[src/icache_settings.svh]
`ifndef ICACHE_SETTINGS_SVH
`define ICACHE_SETTINGS_SVH

// cache geometry
`define ICACHE_WAYS       4
`define ICACHE_SETS       128
`define ICACHE_LINE_WORDS 8

`define ADDR_W 32
`define WORD_W 32

// top three address bits
`define SEG_UNCACHED  3'b101
`define SEG_MAPPED_LO 3'b100

// arburst encodings
`define AXI_BURST_FIXED 2'b00
`define AXI_BURST_INCR  2'b01

`endif

[src/axi_pkg.sv]
`default_nettype none

package axi_pkg;

    // beats minus one
    typedef logic [7:0] axi_len_t;
    typedef logic [1:0] axi_burst_t;

    typedef enum logic [1:0] {
        AXI_IDLE,
        AXI_ADDR,
        AXI_DATA,
        AXI_ACK
    } axi_state_e;

endpackage

`default_nettype wire

[src/icache_pkg.sv]
`default_nettype none
`include "icache_settings.svh"

package icache_pkg;

    typedef logic [`ADDR_W-1:0] addr_t;
    typedef logic [`WORD_W-1:0] word_t;

    typedef logic [$clog2(`ICACHE_SETS)-1:0]       index_t;
    typedef logic [$clog2(`ICACHE_LINE_WORDS)-1:0] offset_t;
    typedef logic [$clog2(`ICACHE_WAYS)-1:0]       way_t;

    // whatever is left above index, offset and byte bits
    typedef logic [`ADDR_W-$clog2(`ICACHE_SETS)-$clog2(`ICACHE_LINE_WORDS)-3:0] tag_t;

    typedef enum logic [2:0] {
        CTRL_IDLE,
        CTRL_LOOKUP,
        CTRL_REFILL,
        CTRL_UNCACHED,
        CTRL_UPDATE,
        CTRL_RESPOND
    } ctrl_state_e;

endpackage

`default_nettype wire

[src/icache_axi_read.sv]
`default_nettype none
`include "icache_settings.svh"

module icache_axi_read (
    input  wire logic              clk,
    input  wire logic              rst,
    input  wire logic              rd_req,
    input  wire icache_pkg::addr_t rd_addr,
    input  wire axi_pkg::axi_len_t rd_len,
    input  wire logic              arready,
    input  wire icache_pkg::word_t rdata,
    input  wire logic              rlast,
    input  wire logic              rvalid,
    output logic                   rd_ack,
    output logic                   beat_valid,
    output icache_pkg::word_t      beat_data,
    output icache_pkg::offset_t    beat_offset,
    output icache_pkg::addr_t      araddr,
    output axi_pkg::axi_len_t      arlen,
    output axi_pkg::axi_burst_t    arburst,
    output logic                   arvalid,
    output logic                   rready
);

    axi_pkg::axi_state_e state;
    icache_pkg::offset_t beat_cnt;

    always_ff @(posedge clk) begin
        if (rst) begin
            state    <= axi_pkg::AXI_IDLE;
            beat_cnt <= '0;
        end else begin
            case (state)
                axi_pkg::AXI_IDLE: begin
                    beat_cnt <= '0;
                    if (rd_req) begin
                        state <= axi_pkg::AXI_ADDR;
                    end
                end
                axi_pkg::AXI_ADDR: begin
                    if (arready) begin
                        state <= axi_pkg::AXI_DATA;
                    end
                end
                axi_pkg::AXI_DATA: begin
                    if (rvalid) begin
                        beat_cnt <= beat_cnt + icache_pkg::offset_t'(1);
                        if (rlast) begin
                            state <= axi_pkg::AXI_ACK;
                        end
                    end
                end
                // hold ack until the requester lets go
                default: begin
                    if (!rd_req) begin
                        state <= axi_pkg::AXI_IDLE;
                    end
                end
            endcase
        end
    end

    // address fields come straight from the held request
    assign arvalid = state == axi_pkg::AXI_ADDR;
    assign araddr  = rd_addr;
    assign arlen   = rd_len;
    assign arburst = (rd_len == '0) ? `AXI_BURST_FIXED : `AXI_BURST_INCR;

    assign rready      = state == axi_pkg::AXI_DATA;
    assign beat_valid  = rready && rvalid;
    assign beat_data   = rdata;
    assign beat_offset = beat_cnt;
    assign rd_ack      = state == axi_pkg::AXI_ACK;

endmodule

`default_nettype wire

[config.mk]
export PLATFORM = sky130hd
export DESIGN_NAME = icache_axi_read
export DESIGN_NICKNAME = d
export VERILOG_FILES = /design/src/axi_pkg.sv /design/src/icache_pkg.sv /design/src/icache_axi_read.sv
export VERILOG_INCLUDE_DIRS = /design/src
export SDC_FILE = /design/constraint.sdc
export NUM_CORES = 1
export LEC_CHECK = 0
export ABC_AREA = 1
export BUFFER_PORTS_ARGS = -buffer_cell sky130_fd_sc_hd__buf_2
export CORE_MARGIN = 4
export CORE_UTILIZATION = 28
export CTS_CLUSTER_DIAMETER = 150
export CTS_CLUSTER_SIZE = 16
export DETAILED_ROUTE_END_ITERATION = 6
export GPL_TIMING_DRIVEN = 1
export PLACE_DENSITY_LB_ADDON = 0.12
export SLEW_MARGIN = 20
export SYNTH_ARGS = -nofsm -noshare
export SYNTH_HDL_FRONTEND = slang
export SYNTH_SLANG_ARGS = --single-unit
[constraint.sdc]
create_clock -name clk -period 1.49 [get_ports clk]
set_input_delay 0.149 -clock clk [delete_from_list [all_inputs] [get_ports clk]]
set_output_delay 0.149 -clock clk [all_outputs]
set_load 0.01 [all_outputs]
==> metrics.log <==
INFO  metric synth.lib_cells_used.distinct = 15
INFO  metric globalRoute.totalOverflow = 0
INFO  metric grt_pass1_vias = 550
INFO  metric hp-class = in -> reg
INFO  metric finalCriticalPeriod = 1290 ps
INFO  metric routabilityCongestion = about 0.70
INFO  metric power_density = 1440 nW/µm²
INFO  metric drt_pre_antenna_iters = 2
INFO  metric slowest_delay = roughly 430 ps
INFO  metric critical_path.cell_chain = inv_1 > ha_1 > nor2_1 > nand2_1 > a21oi_1 > nor2_1
INFO  metric antenna_violating_nets_post_route = 0
INFO  metric synth.net_count = 217
INFO  metric critical_path_origin = state[1]
INFO  metric filler_cell_count = 382
INFO  metric synthCells = 132
INFO  metric hpwlAfterDp = 1610 µm
INFO  metric cts_setup_buffers = 0
INFO  metric drv.max_cap_violation_count = 0
INFO  metric hold_violations = 0
INFO  metric register_bit_count_reported_by_yosys = 5
INFO  metric critPathRequiredTime = 1620 ps
INFO  metric worst_r2r_path_depth = 6
INFO  metric floorplan.die_area = 4380 µm²
INFO  metric worst_r2r_startpoint = state[1]
INFO  metric synth-async-reset-ratio = 0%
INFO  metric critPathMaxFanout = 6
INFO  metric cts-hold-fix-buffers = 0
INFO  metric arrival = between 1000 and 1500 ps
INFO  metric syn_area_per_cell = 7.18 µm²
INFO  metric area_growth = -33.2%
INFO  metric num_vias = 550
INFO  metric core = 3150 µm²
INFO  metric synth_edf_count = 0
INFO  metric crit_end = state[0]
INFO  metric final_nets = about 180
INFO  metric grt_antenna_before_repair = 0
INFO  metric largest_net_degree_at_the_start_of_global_routing = 7
INFO  metric htree_num_levels = 1
INFO  metric routed_wl = about 1800 µm
INFO  metric site_row_count = 20
INFO  metric register_area = 100 µm²
INFO  metric floorplan.die.width = 66.2 µm
INFO  metric worst_path_max_delay_cell = dfxtp_1
INFO  metric worstSetupEndpointType = register
INFO  metric worst-setup-path-type = reg -> reg
INFO  metric routed_wire_length_per_instance = 13.1 µm
INFO  metric critPathMostFrequentCell = nor2_1
INFO  metric cts-buffers-inserted = 3
INFO  metric static-leakage-power = 0.374 nW
INFO  metric synth_top_flop_cell = dfxtp_1
INFO  metric drt-initial-drc-count = 6
INFO  metric start_util = 30.0%
INFO  metric grt.total_usage = 7.30%
INFO  metric grt_first_pass_wirelength = 2470 µm
INFO  metric synth.cell_area = 947 µm²
INFO  metric peakVddDrop = 0.475 mV
INFO  metric part_of_the_yosys_area_used_for_sequential_elements = a little over a tenth
INFO  metric critPathLaunchType = register
INFO  metric finalSetupTns = 0 ps
INFO  metric ys_top_cells_by_count = buf_4, nand2_1, inv_1
INFO  metric io-pin-count = 159
INFO  metric clock_skew = around 2.1 ps
INFO  metric numPlacedInstances = between 100 and 150
INFO  metric io_buffers = 29
INFO  metric post-synth-top-count-cell = buf_4
INFO  metric layout.cells.non_filler = 137
INFO  metric antennaDiodeCount = 0
INFO  metric post-synth-top-area-cell = buf_4
INFO  metric number_of_buffers_between_clock_root_and_the_deepest_sink = 2
INFO  metric timing.reg2reg.setup_slack = 200 ps
INFO  metric post_route_cells_drive_above_1_share = 37.6%
INFO  metric post_cts.resized_instances = 0
INFO  metric max_freq = just under 0.8 GHz
INFO  metric path_clk_slew = approximately 40 ps
INFO  metric multiInputGateArea = ~260 µm²
INFO  metric yosys-top-cells-area = buf_4, dfxtp_1, ha_1
INFO  metric grt_setup_unrepaired = false
INFO  metric setup_viol_count_final = 0
INFO  metric cts_sinks = 5
INFO  metric route.detailed.drc = 0
INFO  metric post-route-period-util = 86.5%
INFO  metric hold_depth = 2
INFO  metric rr_endpoint = state[0]
INFO  metric drv_slew = 0
INFO  metric tritoncts = done
INFO  metric cts_root_buffer = clkbuf_4
INFO  metric synthDominantCellAreaShare = between 50% and 60%
INFO  metric fp.dieH = 66.2 µm
INFO  metric count_of_warnings_emitted_by_yosys = 0
INFO  metric vias_per_cell = approximately 4
INFO  metric insertion_delay = 240 ps
INFO  metric status = completed
==> logic make-up after synthesis <==
kind of cell	count (synthesis)	synth area share, %
AOI/OAI and AO/OA	6	3.17
xor gates and xnor gates	1	0.925
adders and majority gates	7	9.25
buffers and inverters	84	62.2
DFF	5	10.6
other	1	0.396
and+or+nand+nor	28	13.5
==> worst min path at each step <==
stage | startpoint | to | slack [ps]
after floorplan | rst | beat_offset[1] | 220
after global routing | rst | beat_offset[1] | 80
after CTS | rst | beat_offset[1] | 90
after detailed placement | rd_addr[11] | araddr[11] | 300
final | rst | beat_offset[1] | 100
after global placement | rd_addr[11] | araddr[11] | 300
==> final cells by class <==
| class | count | area share [%] |
|---|---|---|
| clock buffer | 4 | 4.15 |
| inverter | 11 | 6.52 |
| multi-input combinational | 43 | 40.7 |
| sequential | 5 | 15.8 |
| tap | 44 | 8.70 |
| timing repair buffer | 30 | 24.1 |
==> critical path: cells and delay by family (launching register included) <==
family	cells	cell delay, ps
flip-flops	1	430
adder cells (fa/ha/maj)	1	210
AND/OR/NAND/NOR	3	300
buffers and inverters	1	90
AO/OA/AOI/OAI	1	160
==> flip-flops by register name, indices dropped and copies added, names as in the netlist <==
signal and count:
state 2, beat_offset 3
==> routing by layer <==
metal / part of all wire, % / vias up / track usage, %
met5: 0 / - / 0
met3: 20 / 16 / 6.12
met1: 29 / 228 / 5.45
met4: 2.8 / 0 / 5.08
li1: - / 251 / -
met2: 48 / 55 / 12.1
==> metrics by stage <==
step / hold WS, ps / total power, mW / area (µm²) / setup WS (ps) / utilization, %
2_1_floorplan: 218 / 0.785 / 947 / 232 / -
3_5_place_dp: 298 / 0.780 / 607 / 178 / 19.2
5_1_grt: 81.8 / 1.04 / 633 / 16.2 / 20.1
3_3_place_gp: 298 / 0.789 / 607 / 222 / 19.2
4_1_cts: 91.9 / 0.947 / 633 / 174 / 20.1
6_report: 97.8 / 0.915 / 633 / 202 / 20.1
==> layout by cell type, fill, tap and decap left out, drive strengths merged, types with 2 or more instances in the layout <==
cell    instances
nand2          16
inv            11
clkbuf          4
buf            30
nor4            2
ha              7
nand3           4
dfxtp           5
a21oi           5
nor2            5
==> power by group <==
group          leakage, nW  switching [mW]  internal (mW)
clock network       0.0150          0.0558          0.101
registers           0.0409          0.0353          0.169
logic                0.318           0.328          0.225
total                0.374           0.420          0.495
Power figures use the tool's default switching activity.
