===== src/icache_settings.svh =====
`ifndef ICACHE_SETTINGS_SVH
`define ICACHE_SETTINGS_SVH

// cache geometry
`define ICACHE_WAYS       4
`define ICACHE_SETS       128
`define ICACHE_LINE_WORDS 8

`define ADDR_W 32
`define WORD_W 32

// top three address bits
`define SEG_UNCACHED  3'b101
`define SEG_MAPPED_LO 3'b100

// arburst encodings
`define AXI_BURST_FIXED 2'b00
`define AXI_BURST_INCR  2'b01

`endif


===== src/axi_pkg.sv =====
`default_nettype none

package axi_pkg;

    // beats minus one
    typedef logic [7:0] axi_len_t;
    typedef logic [1:0] axi_burst_t;

    typedef enum logic [1:0] {
        AXI_IDLE,
        AXI_ADDR,
        AXI_DATA,
        AXI_ACK
    } axi_state_e;

endpackage

`default_nettype wire


===== src/icache_pkg.sv =====
`default_nettype none
`include "icache_settings.svh"

package icache_pkg;

    typedef logic [`ADDR_W-1:0] addr_t;
    typedef logic [`WORD_W-1:0] word_t;

    typedef logic [$clog2(`ICACHE_SETS)-1:0]       index_t;
    typedef logic [$clog2(`ICACHE_LINE_WORDS)-1:0] offset_t;
    typedef logic [$clog2(`ICACHE_WAYS)-1:0]       way_t;

    // whatever is left above index, offset and byte bits
    typedef logic [`ADDR_W-$clog2(`ICACHE_SETS)-$clog2(`ICACHE_LINE_WORDS)-3:0] tag_t;

    typedef enum logic [2:0] {
        CTRL_IDLE,
        CTRL_LOOKUP,
        CTRL_REFILL,
        CTRL_UNCACHED,
        CTRL_UPDATE,
        CTRL_RESPOND
    } ctrl_state_e;

endpackage

`default_nettype wire


===== src/icache_ctrl.sv =====
`default_nettype none
`include "icache_settings.svh"

module icache_ctrl (
    input  wire logic                clk,
    input  wire logic                rst,
    input  wire logic                inst_req,
    input  wire icache_pkg::addr_t   inst_addr,
    input  wire logic                hit,
    input  wire icache_pkg::way_t    hit_way,
    input  wire icache_pkg::word_t   hit_word,
    input  wire icache_pkg::way_t    victim,
    input  wire logic                rd_ack,
    input  wire logic                beat_valid,
    input  wire icache_pkg::word_t   beat_data,
    input  wire icache_pkg::offset_t beat_offset,
    output logic                     inst_data_ok,
    output icache_pkg::word_t        inst_rdata,
    output icache_pkg::index_t       look_index,
    output icache_pkg::tag_t         look_tag,
    output icache_pkg::offset_t      look_offset,
    output logic                     tag_we,
    output logic                     data_we,
    output icache_pkg::way_t         wr_way,
    output logic                     touch,
    output icache_pkg::way_t         touch_way,
    output logic                     rd_req,
    output icache_pkg::addr_t        rd_addr,
    output axi_pkg::axi_len_t        rd_len
);

    icache_pkg::ctrl_state_e state;
    icache_pkg::addr_t       addr_r;
    icache_pkg::addr_t       mapped_addr;
    icache_pkg::word_t       reply_r;
    logic                    uncached_r;
    logic                    req_uncached;
    logic                    take_beat;

    assign req_uncached = inst_addr[`ADDR_W-1 -: 3] == `SEG_UNCACHED;

    always_ff @(posedge clk) begin
        if (rst) begin
            state      <= icache_pkg::CTRL_IDLE;
            uncached_r <= 1'b0;
        end else begin
            case (state)
                icache_pkg::CTRL_IDLE: begin
                    if (inst_req) begin
                        uncached_r <= req_uncached;
                        state      <= req_uncached ? icache_pkg::CTRL_UNCACHED
                                                   : icache_pkg::CTRL_LOOKUP;
                    end
                end
                icache_pkg::CTRL_LOOKUP: begin
                    state <= hit ? icache_pkg::CTRL_IDLE : icache_pkg::CTRL_REFILL;
                end
                icache_pkg::CTRL_REFILL: begin
                    if (rd_ack) begin
                        state <= icache_pkg::CTRL_UPDATE;
                    end
                end
                icache_pkg::CTRL_UNCACHED: begin
                    if (rd_ack) begin
                        state <= icache_pkg::CTRL_RESPOND;
                    end
                end
                icache_pkg::CTRL_UPDATE: state <= icache_pkg::CTRL_RESPOND;
                default: state <= icache_pkg::CTRL_IDLE;
            endcase
        end
    end

    always_ff @(posedge clk) begin
        if (state == icache_pkg::CTRL_IDLE && inst_req) begin
            addr_r <= inst_addr;
        end
    end

    // single uncached beat always lands at offset 0
    assign take_beat = beat_valid && (uncached_r || beat_offset == look_offset);

    always_ff @(posedge clk) begin
        if (take_beat) begin
            reply_r <= beat_data;
        end
    end

    assign look_offset = addr_r[2 +: $bits(icache_pkg::offset_t)];
    assign look_index  = addr_r[2 + $bits(icache_pkg::offset_t) +: $bits(icache_pkg::index_t)];
    assign look_tag    = addr_r[`ADDR_W-1 -: $bits(icache_pkg::tag_t)];

    // kseg0/kseg1 style strip of the segment bits
    assign mapped_addr = (addr_r[`ADDR_W-1 -: 3] == `SEG_UNCACHED ||
                          addr_r[`ADDR_W-1 -: 3] == `SEG_MAPPED_LO) ?
                         {3'b000, addr_r[`ADDR_W-4:0]} : addr_r;

    assign rd_req  = state == icache_pkg::CTRL_REFILL || state == icache_pkg::CTRL_UNCACHED;
    assign rd_addr = uncached_r ? mapped_addr
                   : mapped_addr & ~icache_pkg::addr_t'(`ICACHE_LINE_WORDS * 4 - 1);
    assign rd_len  = uncached_r ? '0 : axi_pkg::axi_len_t'(`ICACHE_LINE_WORDS - 1);

    assign data_we   = state == icache_pkg::CTRL_REFILL && beat_valid;
    assign tag_we    = state == icache_pkg::CTRL_UPDATE;
    assign wr_way    = victim;
    assign touch     = (state == icache_pkg::CTRL_LOOKUP && hit) || tag_we;
    assign touch_way = (state == icache_pkg::CTRL_LOOKUP) ? hit_way : victim;

    assign inst_data_ok = (state == icache_pkg::CTRL_LOOKUP && hit) ||
                          state == icache_pkg::CTRL_RESPOND;
    assign inst_rdata   = (state == icache_pkg::CTRL_LOOKUP) ? hit_word : reply_r;

endmodule

`default_nettype wire


===== config.mk =====
export PLATFORM = sky130hd
export DESIGN_NAME = icache_ctrl
export DESIGN_NICKNAME = d
export VERILOG_FILES = /design/src/axi_pkg.sv /design/src/icache_pkg.sv /design/src/icache_ctrl.sv
export VERILOG_INCLUDE_DIRS = /design/src
export SDC_FILE = /design/constraint.sdc
export NUM_CORES = 1
export LEC_CHECK = 0
export ABC_CLOCK_PERIOD_IN_PS = 4740
export BUFFER_PORTS_ARGS = -buffer_cell sky130_fd_sc_hd__buf_2
export CAP_MARGIN = 10
export CORE_MARGIN = 3
export CORE_UTILIZATION = 41
export DETAILED_ROUTE_END_ITERATION = 7
export PLACE_DENSITY = 0.92
export SLEW_MARGIN = 30
export SYNTH_ARGS = -nofsm -noshare
export SYNTH_HDL_FRONTEND = slang
export SYNTH_SLANG_ARGS = --single-unit

===== constraint.sdc =====
create_clock -name clk -period 4.74 [get_ports clk]
set_input_delay 0.237 -clock clk [delete_from_list [all_inputs] [get_ports clk]]
set_output_delay 0.237 -clock clk [all_outputs]
set_load 0.01 [all_outputs]

==> run summary, run 1 <==
status = finished clean
Layout fillers = 607
Yosys Warn Count = 0
layout cell share with drive strength beyond 1 = 71.6%
Post-DRT Antenna Nets = 0
sequential fraction of the synthesis area = 63.4%
vias in the first global route = 2067
Worst Path Required = 4.50 ns
Die Y = 93.8 um
fmax = 369 MHz
DR vias = 2110
Via density = 4.43
1st-iter DRT viols = 66
gpl congestion = 0.691
most common flop cell mapped by yosys = edfxtp_1
setup tns final = 0 ns
number of buffers added on ports = 214
unique cell type count in the Yosys netlist = 27
CTS H-tree lvls = 3
synthesized area = 3160 um^2
1st-pass router iterations = 5
Least-Margin Pin Slew = 0.848 ns
CTS tree = done
Max Fanout on Critical Path = 19
Setup Skew = 0.0114 ns
pwr dens = 372 nW/um^2
Post-synth EDFFs = 64
Resized Gates After CTS = 0
routed length per instance = 14.4 um
# nets final = 482
fin. max-slew vios = 0
Clock Latency Late Sink = 0.34 ns
Multi-input gate area = 671 um^2
initial antenna violation count = 0
Tot GR Track Use = 14.9%
CTS Hold Buffers Added = 0
final hold slack = 0.0702 ns
clk buf depth = 2
CTS Buf Count = 9
slew margin rel. = 43.4%
ANT cells = 0
Worst-path clk slew = 0.08 ns
# IOs = 220
FF/Latch Area = 2000 um^2
Die X-Extent = 93.8 um
most frequent cells in the layout = buf_2 (214), edfxtp_1 (64), mux2_2 (34)
WHS Path Cells = 1
Pleak = 1.90 nW
critical path class = flop to primary output
Critical Path AT = 2.47 ns
Die ar. = 8790 um^2
CTS root buf = clkbuf_8
residual DRC count = 0
RSZ-0062 raised after global routing = false
Overflow after GRT = 0
met2 GRT Util = 27.4%
min-delay worst type = input pin to flop
met1 usage = 15.4%
final setup violation count = 0
ys async rst share = 0%
Initial Util = 42.9%
area grow syn2layout = 32.2%
Max rail drop VDD = 0.244 mV
CP Launch Type = flop
FF+latch count, synth = 68
final period utilization = 57.2%
setup bufs post-CTS = 0
Synth Area per Inst = 15.0 um^2
first-pass GRT wire length = 9810 um
most common cell after layout, fill and taps aside = buf_2
Core Area = 7370 um^2
GR Layer Usage met3 = 4.81%
GRT busiest layer = met2
Post-Route WL = 6880 um
R2R depth = 4
Synth Instances = 210
HPWL after detailed placement = 5630 um
final period demand of the worst path = 2.71 ns
CP endpoint kind = primary output
max-cap viol count = 0
final hold vios = 0
Clock Sink Count = 68
standard-cell rows = 31
largest net degree at the start of global routing = 34
FF-to-FF setup slack = 2.53 ns
[synthesized netlist by cell type, types with 2 or more instances]
| cell | number | area, um^2 |
|---|---|---|
| a21boi_0 | 2 | 15.0 |
| mux2_2 | 34 | 383 |
| dfxtp_1 | 4 | 80.1 |
| nor2_1 | 5 | 18.8 |
| buf_4 | 67 | 503 |
| xnor2_1 | 3 | 26.3 |
| inv_1 | 4 | 15.0 |
| nor2b_1 | 2 | 12.5 |
| and3b_1 | 2 | 17.5 |
| edfxtp_1 | 64 | 1920 |
| and2_1 | 7 | 43.8 |
[stage by stage]
stage / power (mW) / setup WS, ns / cells / instance area, um^2 / utilization (%)
floorplan: 0.881 / 1.25 / 214 / 3170 / -
global placement: 0.943 / 2.46 / 460 / 3900 / 52.9
detailed placement: 0.951 / 2.33 / 460 / 3900 / 52.9
CTS: 1.57 / 1.97 / 475 / 4160 / 56.4
global route: 1.62 / 1.83 / 476 / 4170 / 56.6
finish: 1.55 / 2.03 / 476 / 4170 / 56.6
[cells by family (layout without fill, tap and decap cells)]
logic type      after synthesis  count (layout)  share of synthesized area, %
simple gates                 22              22                          4.48
flops                        68              68                          63.4
xor+xnor                      3               3                         0.832
compound gates                8               8                          2.06
buf+inv                      73             236                          16.7
other cells                   1               5                         0.119
mux                          35              35                          12.4
[critical path, stage by stage, from the launching register on]
cell	delay (ns)
dfxtp_1	0.48
nor3b_4	0.77
buf_4	0.39
mux2_2	0.37
buf_2	0.14
[final timing paths]
path                         startpoint                    end
setup reg to reg  state[0]$_SDFFE_PP0P_  state[1]$_SDFFE_PP0P_
setup / recovery  state[0]$_SDFFE_PP0P_          inst_rdata[5]
hold / removal             inst_addr[3]    addr_r[3]$_DFFE_PP_
hold reg to reg   state[0]$_SDFFE_PP0P_  state[0]$_SDFFE_PP0P_
[flip-flops by register name, summed over array words and instances, names as in the netlist]
| signal | cells |
|---|---|
| state | 3 |
| addr_r | 32 |
| reply_r | 32 |
| uncached_r | 1 |
[report_power, final]
group / leakage [nW] / total, mW / switching (mW) / internal, mW
clock: 0.129 / 0.617 / 0.215 / 0.402
sequential: 0.630 / 0.714 / 0.0157 / 0.699
combinational: 1.14 / 0.220 / 0.110 / 0.110
[layer usage]
metal / vias to the layer above / wire (um)
li1: 1005 / -
met5: - / 0
met3: 9 / 729
met4: 0 / 103
met1: 956 / 2330
met2: 140 / 3720
[layout make-up]
type / instances / area share [%]
clock inverters: 6 / 3.30
flip-flops and latches: 68 / 48.0
inverters: 4 / 0.360
well taps: 99 / 2.97
repair buffers: 217 / 26.4
multi-input cells: 73 / 16.1
clock buffers: 9 / 2.97
Power figures use the tool's default switching activity.
==> run 2, diff against run 1 <==
ABC_CLOCK_PERIOD_IN_PS = 2550   (was 4740)
clock period = 2.55 ns   (was 4.74 ns; I/O delays follow)
==> run 2 against run 1 <==
Clock skew down 0.0029 ns. Cell count is 14% higher. Clock power up 20%. Die area unchanged. Global-route usage rose by 4.9 points. Total power rose by 66%. Sequential share of layout area down 5.4 points. Sequential power grew 86%. Register-to-register slack worse by 1.7 ns. Design area grew 13%. Setup slack worse by 1.6 ns. Combinational power increased by 130%. Largest power group unchanged.
==> run summary, run 2 (same netlist as run 1, synthesis figures left out) <==
Clock Sink Count = 68 (unchanged)
layout cell share with drive strength beyond 1 = 60.4% (was 71.6%)
Via density = 4.52 (was 4.43)
initial antenna violation count = 0 (unchanged)
CP endpoint kind = primary output (unchanged)
first-pass GRT wire length = 13300 um (was 9810 um)
met1 usage = 20.3% (was 15.4%)
sw power = 0.631 mW (was 0.341 mW)
Die ar. = 8790 um^2 (unchanged)
Setup Skew = 0.00846 ns (was 0.0114 ns)
Tot GR Track Use = 19.8% (was 14.9%)
1st-iter DRT viols = 82 (was 66)
Sw Ratio = 24.6% (was 22.0%)
Die X-Extent = 93.8 um (unchanged)
pwr dens = 546 nW/um^2 (was 372 nW/um^2)
standard-cell rows = 31 (unchanged)
max-cap viol count = 0 (unchanged)
Critical Path AT = 1.99 ns (was 2.47 ns)
Die Y = 93.8 um (unchanged)
largest net degree at the start of global routing = 37 (was 34)
final period demand of the worst path = 2.12 ns
fin. max-slew vios = 0 (unchanged)
Post-DRT Antenna Nets = 0 (unchanged)
1st-pass router iterations = 4 (was 5)
gpl congestion = 0.749 (was 0.691)
setup tns final = 0 ns (unchanged)
setup bufs post-CTS = 0 (unchanged)
slowest CP cell = dfxtp_1 (was nor3b_4)
Crit path largest cell delay = 0.47 ns (was 0.77 ns)
CTS Buf Count = 9 (unchanged)
fmax = 472 MHz
Largest regs = addr_r (32), reply_r (32), state (3) (unchanged)
Cell Chain, Critical Path = nor3b_4 > buf_4 > mux2_2 > buf_2 (unchanged)
Clock Latency Late Sink = 0.33 ns (was 0.34 ns)
FF-to-FF setup slack = 0.81 ns (was 2.53 ns)
clk buf depth = 2 (unchanged)
final hold vios = 0 (unchanged)
GRT busiest layer = met2 (unchanged)
GR Layer Usage met3 = 7.61% (was 4.81%)
DR vias = 2443 (was 2110)
Setup crit start = state[0]$_SDFFE_PP0P_ (unchanged)
HPWL after detailed placement = 5810 um (was 5630 um)
Max rail drop VDD = 0.314 mV (was 0.244 mV)
FF-to-FF Start = addr_r[4]$_DFFE_PP_ (was state[0]$_SDFFE_PP0P_)
ANT cells = 0 (unchanged)
# nets final = 546 (was 482)
Resized Gates After CTS = 0 (unchanged)
Layout fillers = 547 (was 607)
Max Fanout on Critical Path = 36 (was 19)
status = finished clean (unchanged)
critical path class = flop to primary output (unchanged)
Post-Route WL = 8830 um (was 6880 um)
sequential share of power = 51.9% (was 46.1%)
Initial Util = 42.9% (unchanged)
number of buffers added on ports = 214 (unchanged)
min-delay worst type = input pin to flop (unchanged)
CP endpoint = inst_rdata[1] (was inst_rdata[5])
clock power share = 28.8% (was 39.7%)
residual DRC count = 0 (unchanged)
most frequent cells in the layout = buf_2 (214), edfxtp_1 (64), dlygate4sd3_1 (64) (was buf_2 (214), edfxtp_1 (64), mux2_2 (34))
area grow syn2layout = 49.1% (was 32.2%)
CTS tree = done (unchanged)
cell internal pwr = 1.94 mW (was 1.21 mW)
RSZ-0062 raised after global routing = false (unchanged)
Gate power share = 19.3% (was 14.2%)
Worst Path Required = 2.42 ns (was 4.50 ns)
worst r2r dst = reply_r[8]$_DFFE_PP_ (was state[1]$_SDFFE_PP0P_)
CP Launch Type = flop (unchanged)
# IOs = 220 (unchanged)
R2R depth = 4 (unchanged)
Overflow after GRT = 0 (unchanged)
final setup violation count = 0 (unchanged)
CTS root buf = clkbuf_8 (unchanged)
vias in the first global route = 2703 (was 2067)
Final Non-Filler Cells = 541 (was 476)
Pleak = 2.12 nW (was 1.90 nW)
most common cell after layout, fill and taps aside = buf_2 (unchanged)
Worst-path clk slew = 0.07 ns (was 0.08 ns)
placed cells = 461 (was 460)
routed length per instance = 16.3 um (was 14.4 um)
final period utilization = 83.1%
Core Area = 7370 um^2 (unchanged)
met2 GRT Util = 36.3% (was 27.4%)
CTS H-tree lvls = 3 (unchanged)
[run 2: cell type report]
type                            count  area (um^2)  area share (%)
Clock buffer                       12          145            3.08
Clock inverter                      4         17.5           0.372
Inverter                            4         15.0           0.319
Multi-Input combinational cell     73          671            14.2
Sequential cell                    68         2000            42.5
Tap cell                           99          124            2.63
Timing Repair Buffer              281         1730            36.8
[run 2: worst min-delay path by stage]
stage / slack, ns / cells past startpoint / from / end
CTS: 0.01 / 2 / rst / state[1]$_SDFFE_PP0P_
global placement: 0.30 / 1 / beat_data[15] / reply_r[15]$_DFFE_PP_
finish: 0.03 / 2 / rst / state[1]$_SDFFE_PP0P_
global route: 0.02 / 2 / rst / state[1]$_SDFFE_PP0P_
detailed placement: 0.31 / 1 / beat_data[1] / reply_r[1]$_DFFE_PP_
floorplan: 0.20 / 1 / rst / state[1]$_SDFFE_PP0P_
[run 2: layer usage]
layer,vias to the layer above,wire length [um],share of wire (%)
met5,-,0,0
met2,154,4670,53
li1,1134,-,-
met3,18,993,11
met4,0,158,1.8
met1,1137,3010,34
[run 2: repair_timing]
| item | 4_1_cts | 5_1_grt |
|---|---|---|
| hold buffers | 64 | 0 |
| setup endpoints to repair | 0 | 0 |
| endpoints found under the hold margin | 64 | 0 |
[run 2: power groups by stage]
stage / clock network [mW] / logic [mW] / registers (mW)
2_1_floorplan: 0 / 0.291 / 1.35
3_3_place_gp: 0 / 0.403 / 1.35
3_5_place_dp: 0 / 0.413 / 1.36
4_1_cts: 0.764 / 0.492 / 1.33
5_1_grt: 0.825 / 0.536 / 1.34
6_report: 0.739 / 0.497 / 1.33
[run 2: worst max-delay path, delay by kind of cell, from the launching register on]
kind	cells	cell delay, ns
DFF	1	0.47
and+or+nand+nor	1	0.22
muxes	1	0.40
buffers and inverters	2	0.56
[run 2: per-stage QoR]
| step | hold WS, ns | total power, mW | instance area (um^2) | setup WS (ns) | util, % |
|---|---|---|---|---|---|
| final | 0.0296 | 2.57 | 4710 | 0.430 | 63.9 |
| after global routing | 0.0159 | 2.70 | 4710 | 0.282 | 63.9 |
| after CTS | 0.0103 | 2.59 | 4710 | 0.431 | 63.9 |
| after detailed placement | 0.306 | 1.77 | 3910 | 0.795 | 53.0 |
| after global placement | 0.304 | 1.76 | 3910 | 0.817 | 53.0 |
| after floorplan | 0.196 | 1.64 | 3190 | 0.445 | - |
